`src/verilog/status_gen_config.svh`:
```
// Constants for the byte-serial status message generator.
// Include wherever a width, a byte count or the status address is needed.
// The message is the address byte followed by three payload bytes.

`ifndef STATUS_GEN_CONFIG_SVH
`define STATUS_GEN_CONFIG_SVH

// address byte sent first in every message
`define STATUS_REG_ADDR 8'd7

`define BYTE_BITS       8    // width of the ad port
`define PAYLOAD_BITS    15   // status word width
`define SEQ_BITS        6    // sequence number width
`define MODE_BITS       2    // mode field of the command byte

`define MSG_BYTES       4    // address plus payload
`define PAYLOAD_BYTES   3    // bytes after the address

// counter wide enough to pace the payload bytes
`define BYTE_CNT_BITS   2

`endif

```
`src/verilog/status_gen_pkg.sv`:
```
// Shared types for the status message generator.
// Modules name these types in their ports as status_gen_pkg::<type>
// and import the package inside the body when they need more.

`include "status_gen_config.svh"

package status_gen_pkg;

    // command mode, upper two bits of the command byte
    typedef enum logic [`MODE_BITS-1:0] {
        mode_off       = 2'd0, // no messages
        mode_single    = 2'd1, // one message per write
        mode_auto_keep = 2'd2, // resend on change, fixed seq
        mode_auto_inc  = 2'd3  // resend on change, seq + 1 each message
    } gen_mode_e;

    // request / payload sequencer states
    typedef enum logic [1:0] {
        st_idle    = 2'd0, // nothing to send
        st_request = 2'd1, // rq high, waiting for start
        st_payload = 2'd2  // bytes 1..3 going out
    } seq_state_e;

    // frame taken at start, 21 bits
    typedef struct packed {
        logic [`SEQ_BITS-1:0]     seq;    // sequence number for byte 1
        logic [`PAYLOAD_BITS-1:0] status; // registered status word
    } status_frame_t;

    // overlay of the 8-bit command byte
    typedef struct packed {
        gen_mode_e            mode; // bits 7:6
        logic [`SEQ_BITS-1:0] seq;  // bits 5:0
    } gen_cmd_t;

endpackage

```
`src/verilog/status_tracker.sv`:
```
// Producer side of the status generator.
// Decodes host commands, keeps mode and sequence number, registers the
// status word and flags when a message is due. The frame output holds
// the current seq and registered status, latched downstream at start.

`include "status_gen_config.svh"

module status_tracker (
    input  logic                          rst,       // clock
    input  logic                          clk,       // async reset, active high
    input  logic                          srst,      // sync reset
    input  logic                          we,        // command strobe
    input  status_gen_pkg::gen_cmd_t      wd,        // command byte
    input  logic [`PAYLOAD_BITS-1:0]      status,    // may be from another domain
    input  logic                          start,     // message taken downstream
    output logic                          need_send, // level, a message is due
    output status_gen_pkg::status_frame_t frame      // seq + registered status
);
    import status_gen_pkg::*;

    gen_mode_e                mode;           // current mode
    logic [`SEQ_BITS-1:0]     seq;            // current sequence number
    logic                     cmd_pend;       // write with nonzero mode not yet sent
    logic [`PAYLOAD_BITS-1:0] status_r0;      // status after one register stage
    logic [`PAYLOAD_BITS-1:0] status_sent;    // status carried by the last message
    logic                     status_changed; // sticky until next start
    logic                     auto_mode;      // one of the two automatic modes

    assign auto_mode = (mode == mode_auto_keep) || (mode == mode_auto_inc);

    // combinational so a pending command reaches rq on the next clock
    assign need_send = cmd_pend || (auto_mode && status_changed);

    assign frame.seq    = seq;       // old seq goes out, increment lands with start
    assign frame.status = status_r0; // status one cycle before start

    // mode and sequence number
    always_ff @(posedge rst or posedge clk) begin
        if (clk) begin
            mode <= mode_off;
            seq  <= '0;
        end else if (srst) begin
            mode <= mode_off;
            seq  <= '0;
        end else if (we) begin
            mode <= wd.mode;                 // upper two bits
            seq  <= wd.seq;                  // lower six bits
        end else if (start && (mode == mode_auto_inc)) begin
            seq  <= seq + 1'b1;              // wraps at 64
        end
    end

    // pending command flag
    always_ff @(posedge rst or posedge clk) begin
        if (clk) begin
            cmd_pend <= 1'b0;
        end else if (srst) begin
            cmd_pend <= 1'b0;
        end else if (we && (wd.mode != mode_off)) begin
            cmd_pend <= 1'b1;                // any mode but off asks for a message
        end else if (start) begin
            cmd_pend <= 1'b0;                // served
        end
    end

    // input register for the status word
    always_ff @(posedge rst or posedge clk) begin
        if (clk) begin
            status_r0 <= '0;
        end else if (srst) begin
            status_r0 <= '0;
        end else begin
            status_r0 <= status;             // single stage, always registered
        end
    end

    // last-sent copy, compared against the live registered status
    always_ff @(posedge rst or posedge clk) begin
        if (clk) begin
            status_sent <= '0;
        end else if (srst) begin
            status_sent <= '0;
        end else if (start) begin
            status_sent <= status_r0;        // same value the frame carries
        end
    end

    // change flag, stays set even if status returns to the sent value
    always_ff @(posedge rst or posedge clk) begin
        if (clk) begin
            status_changed <= 1'b0;
        end else if (srst) begin
            status_changed <= 1'b0;
        end else if (start) begin
            status_changed <= 1'b0;
        end else begin
            status_changed <= status_changed || (status_sent != status_r0);
        end
    end

endmodule

```
`src/verilog/packet_shifter.sv`:
```
// Output byte buffer of the status generator.
// Loads the payload at start and moves it out one byte per shift pulse.
// Whenever no payload byte is due the address byte is presented on ad.

`include "status_gen_config.svh"

module packet_shifter (
    input  logic                          rst,   // clock
    input  logic                          clk,   // async reset, active high
    input  logic                          srst,  // sync reset
    input  logic                          start, // load the frame
    input  logic                          shift, // advance by one byte
    input  status_gen_pkg::status_frame_t frame, // seq + status at start
    output logic [`BYTE_BITS-1:0]         ad     // address / data byte
);
    // payload bytes 1..3
    localparam int DATA_BITS = (`MSG_BYTES - 1) * `BYTE_BITS;
    // zero fill above status bit 14 in byte 3
    localparam int PAD_BITS  = DATA_BITS - `SEQ_BITS - `PAYLOAD_BITS;

    localparam logic [DATA_BITS-1:0] ADDR_WORD = DATA_BITS'(`STATUS_REG_ADDR);

    logic [DATA_BITS-1:0] data;       // byte 1 in the low byte
    logic [DATA_BITS-1:0] frame_word; // frame laid out as bytes 3..1

    // byte 1: seq, status[1:0]; byte 2: status[9:2]; byte 3: pad, status[14:10]
    assign frame_word = {
        {PAD_BITS{1'b0}},
        frame.status[`PAYLOAD_BITS-1:2],
        frame.seq,
        frame.status[1:0]
    };

    assign ad = data[`BYTE_BITS-1:0];

    always_ff @(posedge rst or posedge clk) begin
        if (clk) begin
            data <= ADDR_WORD;
        end else if (srst) begin
            data <= ADDR_WORD;               // abandon a message in flight
        end else if (start) begin
            data <= frame_word;              // byte 1 shows on the next cycle
        end else if (shift) begin
            data <= data >> `BYTE_BITS;      // bytes 2 and 3
        end else begin
            data <= ADDR_WORD;               // back to the address after byte 3
        end
    end

endmodule

```
`src/verilog/rq_sequencer.sv`:
```
// Request and payload pacing for the status generator.
// Raises rq when a message is due, and after the start pulse counts the
// three payload cycles, driving shift on the first two. rq drops on the
// last payload byte to mark the end of the message.

`include "status_gen_config.svh"

module rq_sequencer (
    input  logic rst,       // clock
    input  logic clk,       // async reset, active high
    input  logic srst,      // sync reset
    input  logic need_send, // from the tracker
    input  logic start,     // downstream took the address byte
    output logic rq,        // level request to downstream
    output logic shift      // advance the byte buffer
);
    import status_gen_pkg::*;

    localparam logic [`BYTE_CNT_BITS-1:0] LAST_CNT = `BYTE_CNT_BITS'(`PAYLOAD_BYTES - 1);

    seq_state_e                state;
    logic [`BYTE_CNT_BITS-1:0] byte_cnt;  // payload byte index, 0 is byte 1
    logic                      in_payload;
    logic                      last_byte; // byte 3 on ad

    assign in_payload = (state == st_payload);
    assign last_byte  = in_payload && (byte_cnt == LAST_CNT);

    // rq low on the last byte is the end marker downstream sees
    assign rq    = (state == st_request) || (in_payload && !last_byte);
    assign shift = in_payload && !last_byte;

    always_ff @(posedge rst or posedge clk) begin
        if (clk) begin
            state    <= st_idle;
            byte_cnt <= '0;
        end else if (srst) begin
            state    <= st_idle;
            byte_cnt <= '0;
        end else begin
            case (state)
                st_idle: begin
                    if (need_send) begin
                        state <= st_request;     // rq on the next clock
                    end
                end
                st_request: begin
                    if (start) begin
                        state    <= st_payload;  // waits here as long as needed
                        byte_cnt <= '0;
                    end
                end
                st_payload: begin
                    if (last_byte) begin
                        // a queued message may request right after byte 3
                        state    <= need_send ? st_request : st_idle;
                        byte_cnt <= '0;
                    end else begin
                        byte_cnt <= byte_cnt + 1'b1;
                    end
                end
                default: begin
                    state    <= st_idle;
                    byte_cnt <= '0;
                end
            endcase
        end
    end

endmodule

```
`src/verilog/status_generate.sv`:
```
// Top level of the byte-serial status message generator.
// A host writes mode and seq through we/wd, status is sampled every clock,
// and a message is offered downstream on rq/start with bytes on ad.
// Message: address 7, then {seq, status[1:0]}, status[9:2], status[14:10].

`include "status_gen_config.svh"

module status_generate (
    input  logic                     rst,    // clock
    input  logic                     clk,    // async reset, active high
    input  logic                     srst,   // sync reset
    input  logic                     we,     // command strobe, one cycle
    input  status_gen_pkg::gen_cmd_t wd,     // mode and seq
    input  logic [`PAYLOAD_BITS-1:0] status, // parallel status word
    output logic [`BYTE_BITS-1:0]    ad,     // address / data byte
    output logic                     rq,     // request, low on last byte
    input  logic                     start   // acknowledge of the address byte
);
    import status_gen_pkg::*;

    logic          need_send; // tracker to sequencer
    logic          shift;     // sequencer to shifter
    status_frame_t frame;     // tracker to shifter

    status_tracker u_tracker (
        .rst       (rst),
        .clk       (clk),
        .srst      (srst),
        .we        (we),
        .wd        (wd),
        .status    (status),
        .start     (start),
        .need_send (need_send),
        .frame     (frame)
    );

    packet_shifter u_shifter (
        .rst   (rst),
        .clk   (clk),
        .srst  (srst),
        .start (start),
        .shift (shift),
        .frame (frame),
        .ad    (ad)
    );

    rq_sequencer u_sequencer (
        .rst       (rst),
        .clk       (clk),
        .srst      (srst),
        .need_send (need_send),
        .start     (start),
        .rq        (rq),
        .shift     (shift)
    );

endmodule

```
`config.mk`:
```
export PLATFORM = sky130hd
export DESIGN_NAME = status_generate
export DESIGN_NICKNAME = d
export VERILOG_FILES = /design/src/verilog/status_gen_pkg.sv /design/src/verilog/status_tracker.sv /design/src/verilog/packet_shifter.sv /design/src/verilog/rq_sequencer.sv /design/src/verilog/status_generate.sv
export VERILOG_INCLUDE_DIRS = /design/src /design/src/verilog
export SDC_FILE = /design/constraint.sdc
export NUM_CORES = 1
export LEC_CHECK = 0
export ABC_AREA = 1
export BUFFER_PORTS_ARGS = -buffer_cell sky130_fd_sc_hd__buf_4
export CORE_MARGIN = 2
export CORE_UTILIZATION = 27
export DETAILED_ROUTE_END_ITERATION = 7
export PLACE_DENSITY_LB_ADDON = 0.2
export SLEW_MARGIN = 15
export SYNTH_ARGS = -nofsm -noshare
export SYNTH_HDL_FRONTEND = slang
export SYNTH_HIERARCHICAL = 1
export SYNTH_SLANG_ARGS = --single-unit
```
`constraint.sdc`:
```
create_clock -name rst -period 1.7 [get_ports rst]
set_input_delay 0 -clock rst [delete_from_list [all_inputs] [get_ports rst]]
set_output_delay 0 -clock rst [all_outputs]
set_load 0.01 [all_outputs]
```
==> After elaboration in Yosys (flattened, before gate mapping) <==
Index checks and enable logic that the tools add are counted.
{ "word_totals": {"word_cells": 65, "ff_bits": 68, "out_inout_bits": 9, "in_bits": 28} }
{ "op_classes": {"reduce_logical": 18, "addsub": 2, "n_eq_ne": 10, "mux": 26} }
{ "ops": {"columns": ["cell", "count"], "rows": [
  ["24-bit two-way mux", 2],
  ["15-bit two-way mux", 3],
  ["2-bit two-way mux", 9],
  ["6-bit two-way mux", 3],
  ["16-bit two-way mux", 1],
  ["15-bit inequality test", 1],
  ["2-bit one-hot mux with 3 select lines", 2],
  ["2-bit == test, second input constant", 4],
  ["6-bit by 1-bit adder with 6-bit output, second input constant", 1],
  ["1-bit two-way mux", 6],
  ["3-bit inequality test, second input constant", 2],
  ["2-bit nonzero test", 3],
  ["3-bit nonzero test", 2],
  ["1-bit logical AND", 5],
  ["1-bit logical OR", 4],
  ["3-bit by 2-bit inequality test with 1-bit output, second input constant", 1],
  ["3-bit AND reduction", 1],
  ["2-bit by 1-bit adder with 2-bit output, second input constant", 1],
  ["2-bit by 1-bit == test with 1-bit output, second input constant", 1],
  ["2-bit logical NOT", 1],
  ["2-bit inequality test, second input constant", 1],
  ["2-bit AND reduction", 1],
  ["1-bit logical NOT", 1]
]} }

==> Depth between registers and ports, before layout <==
Gate-level depths: netlist of the first run.
{ "depth": {"word_depth": 8, "mapped_depth": 7} }

==> Hierarchy <==
Netlist of the first run, hierarchy kept.
{ "by_module_without_submodules": {"columns": ["module", "area_each_um2", "cells_per_inst", "n_inst"], "rows": [
  ["status_tracker", 1930.6, 235, 1],
  ["packet_shifter", 892.1, 98, 1],
  ["rq_sequencer", 240.2, 34, 1]
]} }

==> Least setup slack after synthesis of the first run <==
Ideal clock, no wire load.
{ "synth_timing": {"path_type": "register to register", "startpoint": "register u_tracker.seq[0]", "endpoint": "register u_tracker.seq[4]", "path_stages_with_launch": 6, "arrival_ns": 0.979, "path_slack_ns": 0.592, "required_ns": 1.571, "period_less_slack_ns": 1.108, "cell_sequence": "dfrtp_1 > ha_1 > nand3_1 > xor2_1 > o21ai_0 > o21ai_0"} }
{ "synth_between": {"elab_chain_len": 4} }
{ "synth_lines": {"columns": ["item", "line", "rtl"], "rows": [
  ["start, declared", "status_tracker.sv:22", "logic [`SEQ_BITS-1:0] seq;"],
  ["start signal, assigned", "status_tracker.sv:47", "seq <= wd.seq;"],
  ["start signal, assigned", "status_tracker.sv:49", "seq <= seq + 1'b1;"],
  ["6-bit by 1-bit adder with 6-bit output", "status_tracker.sv:49", null],
  ["6-bit two-way mux", "status_tracker.sv:48", "end else if (start && (mode == mode_auto_inc)) begin"],
  ["6-bit two-way mux", "status_tracker.sv:45", "end else if (we) begin"],
  ["6-bit two-way mux", "status_tracker.sv:42", "end else if (srst) begin"]
]} }
Every way passes these cells. The select of a mux whose other input is x is not followed.
A chain may end at the register's enable or synchronous reset.

==> Final worst setup path of the first run <==
{ "layout_timing": {"startpoint": "register u_sequencer.state[1]", "endpoint": "register u_shifter.data[1]"} }
{ "layout_between": {"elab_chain_len": 7} }
{ "layout_lines": {"columns": ["item", "line", "rtl"], "rows": [
  ["start, declared", "rq_sequencer.sv:21", "seq_state_e state;"],
  ["start signal, assigned", "rq_sequencer.sv:35", "state <= st_idle;"],
  ["start signal, assigned", "rq_sequencer.sv:38", "state <= st_idle;"],
  ["start signal, assigned", "rq_sequencer.sv:44", "state <= st_request;"],
  ["2-bit == test *", "rq_sequencer.sv:26", "assign in_payload = (state == st_payload);"],
  ["1-bit logical AND", "rq_sequencer.sv:27", "assign last_byte = in_payload && (byte_cnt == LAST_CNT);"],
  ["1-bit logical NOT", "rq_sequencer.sv:31", "assign shift = in_payload && !last_byte;"],
  ["1-bit logical AND *", "rq_sequencer.sv:31", null],
  ["via shift", "status_generate.sv:22", "logic shift;"],
  ["16-bit two-way mux *", "packet_shifter.sv:43", "end else if (shift) begin"],
  ["24-bit two-way mux *", "packet_shifter.sv:41", "end else if (start) begin"],
  ["24-bit two-way mux *", "packet_shifter.sv:39", "end else if (srst) begin"],
  ["end signal, assigned", "packet_shifter.sv:42", "data <= frame_word;"],
  ["end signal, assigned", "packet_shifter.sv:44", "data <= data >> `BYTE_BITS;"],
  ["end, declared", "packet_shifter.sv:23", "logic [DATA_BITS-1:0] data;"]
]} }
The timed path passes the listed nets; every way through them passes the cells marked *.

==> impl_metrics.json, run 1 <==
{
  "status": "finished with violations",
  "violations": "negative hold slack",
  "avgRoutedWirePerCell_microns": 11.5,
  "drc_errors": 0,
  "post-cts-setup-buffers": 0,
  "coreArea_sq_mm": 0.0109,
  "crit_type": "flop to flop",
  "start_util_pct": 28.0,
  "period_share_pct": 75.5,
  "drt_iter0_markers": 88,
  "synth.distinct_cells": 28,
  "grt_pass1_wl_mm": 11.2,
  "placementRows": 38,
  "ys_seq_elements": 65,
  "hp-class": "input pin to flop",
  "hpwl_mm": 4.61,
  "rsz0062_at_grt": "no",
  "grt_pass1_vias": 2321,
  "relSlewSlack_pct": 48.6,
  "fin_setup_tns_ns": 0,
  "die_area_sq_mm": 0.0122,
  "setup_viol": 0,
  "total_power_mw": 4.11,
  "cts_resized": 0,
  "synthCells": 367,
  "layout-drive-gt1-share_pct": 18.8,
  "cts_max_level": 3,
  "syn_to_final_growth_pct": 28.5,
  "diodes": 0,
  "synth_area_sq_mm": 0.00306,
  "arrival_ns": 1.54,
  "synth_top_area_cell": "dfrtp_1",
  "die_w_microns": 111,
  "viasPerCell": 4.07,
  "vias": 2302,
  "holdWs_ns": -0.0117,
  "pwr_density_cell_mw_per_mm2": 1050,
  "end_kind": "flop",
  "dieHeight_microns": 111,
  "nNetsFinal": 450,
  "io_pins": 37,
  "antenna_found_initial": 0,
  "clock-skew-final_ns": 0.00453,
  "clock.fmax_ghz": 0.779,
  "clkTransAtPathRegs_ns": 0.06,
  "critPathLaunchType": "flop",
  "grt_max_degree": 41,
  "hold_viol": 1,
  "synth_top_area_share_pct": 50.7,
  "cts_tree": "built",
  "crit_required_ns": 1.96,
  "grt_overflow": 0,
  "drt-pass1-iter-count": 4,
  "min_period_ns": 1.28,
  "leakage_nw": 2.02,
  "cts_hold_buf": 20,
  "cp_max_fo": 13,
  "clk_latency_ns": 0.33,
  "cts_root_buf": "clkbuf_16",
  "worstMarginPinSlew_ns": 0.770,
  "cts_num_sinks": 65,
  "port_buffers": 36,
  "cts_buffers": 9,
  "ys_seq_area_share_pct": 53.2,
  "clockBufferDepth": 2,
  "syn_area_per_cell_sq_um": 8.35,
  "yosysWarnings": 6,
  "syn_nets": 396,
  "cap_viol_max_count": 0,
  "grt_usage_pct": 11.5,
  "drtAntennaViolNets": 0,
  "vdd_drop_max_uv": 611,
  "slew_viol_final": 0,
  "gp_congestion": 0.792,
  "drt-total-wl_mm": 6.49,
  "synthTopCellsByArea": "dfrtp_1 (51%), nand2_1 (13%), inv_1 (7.4%)"
}
-- cell usage in the layout, fill, tap and decap left out, types with 3 or more instances in the layout --
cell type,instances
o21ai_2,3
dlygate4sd3_1,20
inv_2,3
dfrtp_1,62
xor2_1,3
nor2_1,47
nand2_1,109
nand3_1,20
inv_1,60
buf_4,40
o22ai_2,9
dfstp_2,3
o21ai_0,13
o22ai_1,5
clkbuf_16,9
-- sequential cells by signal (all words and copies together) (netlist names) --
name                      count
u_sequencer/state             2
u_shifter/data               21
u_tracker/seq                 6
u_tracker/mode                2
u_sequencer/byte_cnt          2
u_tracker/status_changed      1
u_tracker/cmd_pend            1
u_tracker/status_sent        15
u_tracker/status_r0          15
-- routing by layer --
layer	track usage [%]	share of wire (%)	vias up
li1	-	-	1220
met1	15.3	50	1037
met2	17.8	45	35
met3	3.57	3.8	10
met4	3.92	1.5	0
met5	0	0	-
-- worst max-delay path, cell delays in order (launching register included) --
cell and delay (ns):
dfrtp_1 0.38, inv_1 0.09, nor2_1 0.12, nand2_1 0.09, inv_1 0.31, nand2_1 0.10, nand2_1 0.07, nand3_1 0.06
-- power breakdown --
part | switching [mW] | internal, mW
logic | 0.230 | 0.180
clock network | 0.662 | 1.36
registers | 0.0595 | 1.63
total | 0.951 | 3.16
-- synthesized netlist by cell type, drive strengths merged --
master / number
nand2: 110
inv: 63
dfrtp: 62
nor2: 50
nand3: 21
buf: 16
o21ai: 16
o22ai: 14
dfstp: 3
xor2: 3
mux2i: 2
a21oi: 1
clkbuf: 1
ha: 1
nand4: 1
nor3: 1
o211ai: 1
or2: 1
-- final timing paths --
check	depth (start not counted)	from	end	slack, ns
setup / recovery	7	u_sequencer/state[1]	u_shifter/data[1]	0.42
hold / removal	3	wd[2]	u_tracker/seq[2]	-0.01
setup reg to reg	7	u_sequencer/state[1]	u_shifter/data[1]	0.42
hold reg to reg	2	u_shifter/data[17]	u_shifter/data[9]	0.47
max in group asynchronous	3	clk	u_shifter/data[20]	0.83
min in group asynchronous	3	clk	u_sequencer/byte_cnt[1]	0.13
-- stage by stage --
| stage | area [sq um] | util [%] | setup WS [ns] | cells | hold WS [ns] |
|---|---|---|---|---|---|
| after global routing | 3940 | 36.0 | 0.240 | 566 | 0.0255 |
| after floorplan | 3060 | - | 0.592 | 367 | -0.234 |
| after CTS | 3940 | 36.0 | 0.416 | 566 | 0.0000302 |
| after detailed placement | 3400 | 31.1 | 0.422 | 530 | -0.0803 |
| final | 3940 | 36.0 | 0.416 | 566 | -0.0117 |
| after global placement | 3400 | 31.1 | 0.456 | 530 | -0.0817 |
-- cells by family after synthesis --
| group | after synthesis | synth area share (%) |
|---|---|---|
| flip-flops | 65 | 53.2 |
| AND/OR/NAND/NOR | 184 | 24.6 |
| XOR/XNOR | 3 | 0.858 |
| buffers and inverters | 80 | 12.1 |
| adder cells (fa/ha/maj) | 1 | 0.408 |
| AO/OA/AOI/OAI | 32 | 8.21 |
| multiplexers | 2 | 0.654 |
-- cell type report --
class | instances | area (sq um)
fillers | 1153 | 7000
flip-flops and latches | 65 | 1630
multi-input cells | 222 | 1060
repair buffers | 60 | 500
clock buffers | 11 | 253
inverters | 63 | 236
well taps | 140 | 175
clock inverters | 5 | 77.6
(Power assumes the default switching activity.)
==> inputs of run 2 (changes only) <==
==> constraint.sdc (replaced) <==
create_clock -name rst -period 1.3 [get_ports rst]
set_input_delay 0 -clock rst [delete_from_list [all_inputs] [get_ports rst]]
set_output_delay 0 -clock rst [all_outputs]
set_load 0.01 [all_outputs]
==> impl_metrics.json, run 2 (synthesis gave the netlist of run 1 again) <==
{
  "antenna_found_initial": 0,
  "diodes": 0,
  "io_pins": 37,
  "post-cts-setup-buffers": 0,
  "cts_tree": "built",
  "nNetsFinal": 459,
  "grt_most_used_layer": "met2",
  "critPathLaunchType": "flop",
  "cap_viol_max_count": 0,
  "drc_errors": 0,
  "critPathTopFamily": "flip-flops",
  "status": "finished clean",
  "drt_iter0_markers": 76,
  "viasPerCell": 4.09,
  "syn_to_final_growth_pct": 30.6,
  "layout-drive-gt1-share_pct": 20.0,
  "cts_buffers": 9,
  "hold_viol": 0,
  "drtAntennaViolNets": 0,
  "end_kind": "flop",
  "hp-class": "input pin to flop",
  "dieHeight_microns": 111,
  "seq_area_sq_mm": 0.00163,
  "top_register": "u_shifter/data",
  "power.switching_mw": 1.25,
  "clockBufferDepth": 2,
  "crit_buf_inv": 0,
  "die_area_sq_mm": 0.0122,
  "grt_max_degree": 41,
  "hold_depth": 3,
  "min_period_ns": 1.21,
  "port_buffers": 36,
  "arrival_ns": 1.41,
  "p_seq_share_pct": 43.0,
  "worst_path_most_repeated_cell": "o21ai_0",
  "die_w_microns": 111,
  "relSlewSlack_pct": 63.7,
  "grt_overflow": 0,
  "crit_chain": "ha_1 > nand3_1 > xor2_1 > o21ai_0 > o21ai_0",
  "use_met2_pct": 19.2,
  "start_util_pct": 28.0,
  "crit_type": "flop to flop",
  "cts_max_level": 3,
  "crit_required_ns": 1.50,
  "power.share.clock_pct": 45.7,
  "cp_slowest_stage_delay_ns": 0.42,
  "slew_viol_final": 0,
  "clkTransAtPathRegs_ns": 0.06,
  "leakage_nw": 2.06,
  "p_sw_share_pct": 24.5,
  "cp_max_fo": 5,
  "total_power_mw": 5.12,
  "layout_commonest_cell": "nand2_1",
  "reg.largest.list": "u_shifter/data (21), u_tracker/status_r0 (15), u_tracker/status_sent (15)",
  "placementRows": 38,
  "gr-usage-met1_pct": 16.2,
  "largest_register_ffs": 21,
  "pwr_density_cell_mw_per_mm2": 1280,
  "drt-total-wl_mm": 6.76,
  "coreArea_sq_mm": 0.0109,
  "vdd_drop_max_uv": 615,
  "multiInputGateArea_sq_mm": 0.00106,
  "clock.fmax_ghz": 0.825,
  "power_frac_comb_pct": 11.2,
  "grt_use_met3_pct": 3.02,
  "hpwl_mm": 4.94,
  "vias": 2350,
  "utilization_pct": 36.6,
  "rsz0062_at_grt": "no",
  "grt_pass1_wl_mm": 11.7,
  "worstMarginPinSlew_ns": 0.545,
  "cts_root_buf": "clkbuf_16",
  "gp_congestion": 0.808,
  "grt_pass1_vias": 2361,
  "p_int_mw": 3.87,
  "drt-pass1-iter-count": 4,
  "layout_common_cells": "nand2_1 (109), dfrtp_1 (62), inv_1 (59), nor2_1 (47), buf_4 (44)",
  "crit_cells": 5,
  "cts_num_sinks": 65,
  "period_share_pct": 93.3,
  "setup_viol": 0,
  "slowest_stage": "dfrtp_1",
  "clk_latency_ns": 0.32,
  "reg2regPathDepth": 5,
  "nFillCells": 1158,
  "fin_setup_tns_ns": 0,
  "avgRoutedWirePerCell_microns": 11.8,
  "clock-skew-final_ns": 0.00355,
  "grt_usage_pct": 12.1
}
[run 2: power groups by stage]
stage | registers (mW) | clock network, mW | logic [mW]
global placement | 2.23 | 0 | 0.528
CTS | 2.20 | 2.42 | 0.586
detailed placement | 2.24 | 0 | 0.530
floorplan | 2.21 | 0 | 0.355
finish | 2.20 | 2.34 | 0.576
global route | 2.22 | 2.52 | 0.656
[run 2: path summary, 6_finish.rpt]
kind,from,to,slack [ns]
max reg2reg,u_tracker/seq[0],u_tracker/seq[4],0.09
max in group asynchronous,clk,u_tracker/status_sent[10],0.51
min,srst,u_shifter/data[2],0.008
min in group asynchronous,clk,u_sequencer/state[1],0.15
max,u_tracker/seq[0],u_tracker/seq[4],0.09
min reg2reg,u_shifter/data[16],u_shifter/data[8],0.47
[run 2: timing repair]
item	CTS	global route
resized for setup	0	1
setup endpoints to repair	0	2
endpoints found under the hold margin	90	0
hold buffers	23	0
[run 2: worst reg2reg max path, stage by stage, from the launching register on]
cell     delay (ns)
dfrtp_1        0.42
ha_1           0.21
nand3_1        0.10
xor2_1         0.15
o21ai_0        0.13
o21ai_0        0.09
[run 2: layout make-up]
cell class,count,area share (%)
clock inverter,7,1.78
tap,140,4.38
timing repair buffer,69,15.0
clock buffer,9,5.63
multi-input combinational,222,26.5
inverter,63,5.91
sequential,65,40.7
[run 2: routing by layer]
metal / routed length, microns / part of all wire (%) / vias up
met5: 0 / 0 / -
met2: 3260 / 48 / 32
met3: 213 / 3.2 / 10
met1: 3190 / 47 / 1077
met4: 96 / 1.4 / 0
li1: - / - / 1231
[run 2: through the flow]
stage	area, sq um	instances	worst slack (ns)	hold WS, ns
after floorplan	3060	367	0.192	-0.234
after global routing	4000	575	0.0119	0.0145
after detailed placement	3470	536	0.104	-0.0817
after global placement	3470	536	0.146	-0.0821
final	4000	575	0.0873	0.00762
after CTS	4000	575	0.0942	0.00000189
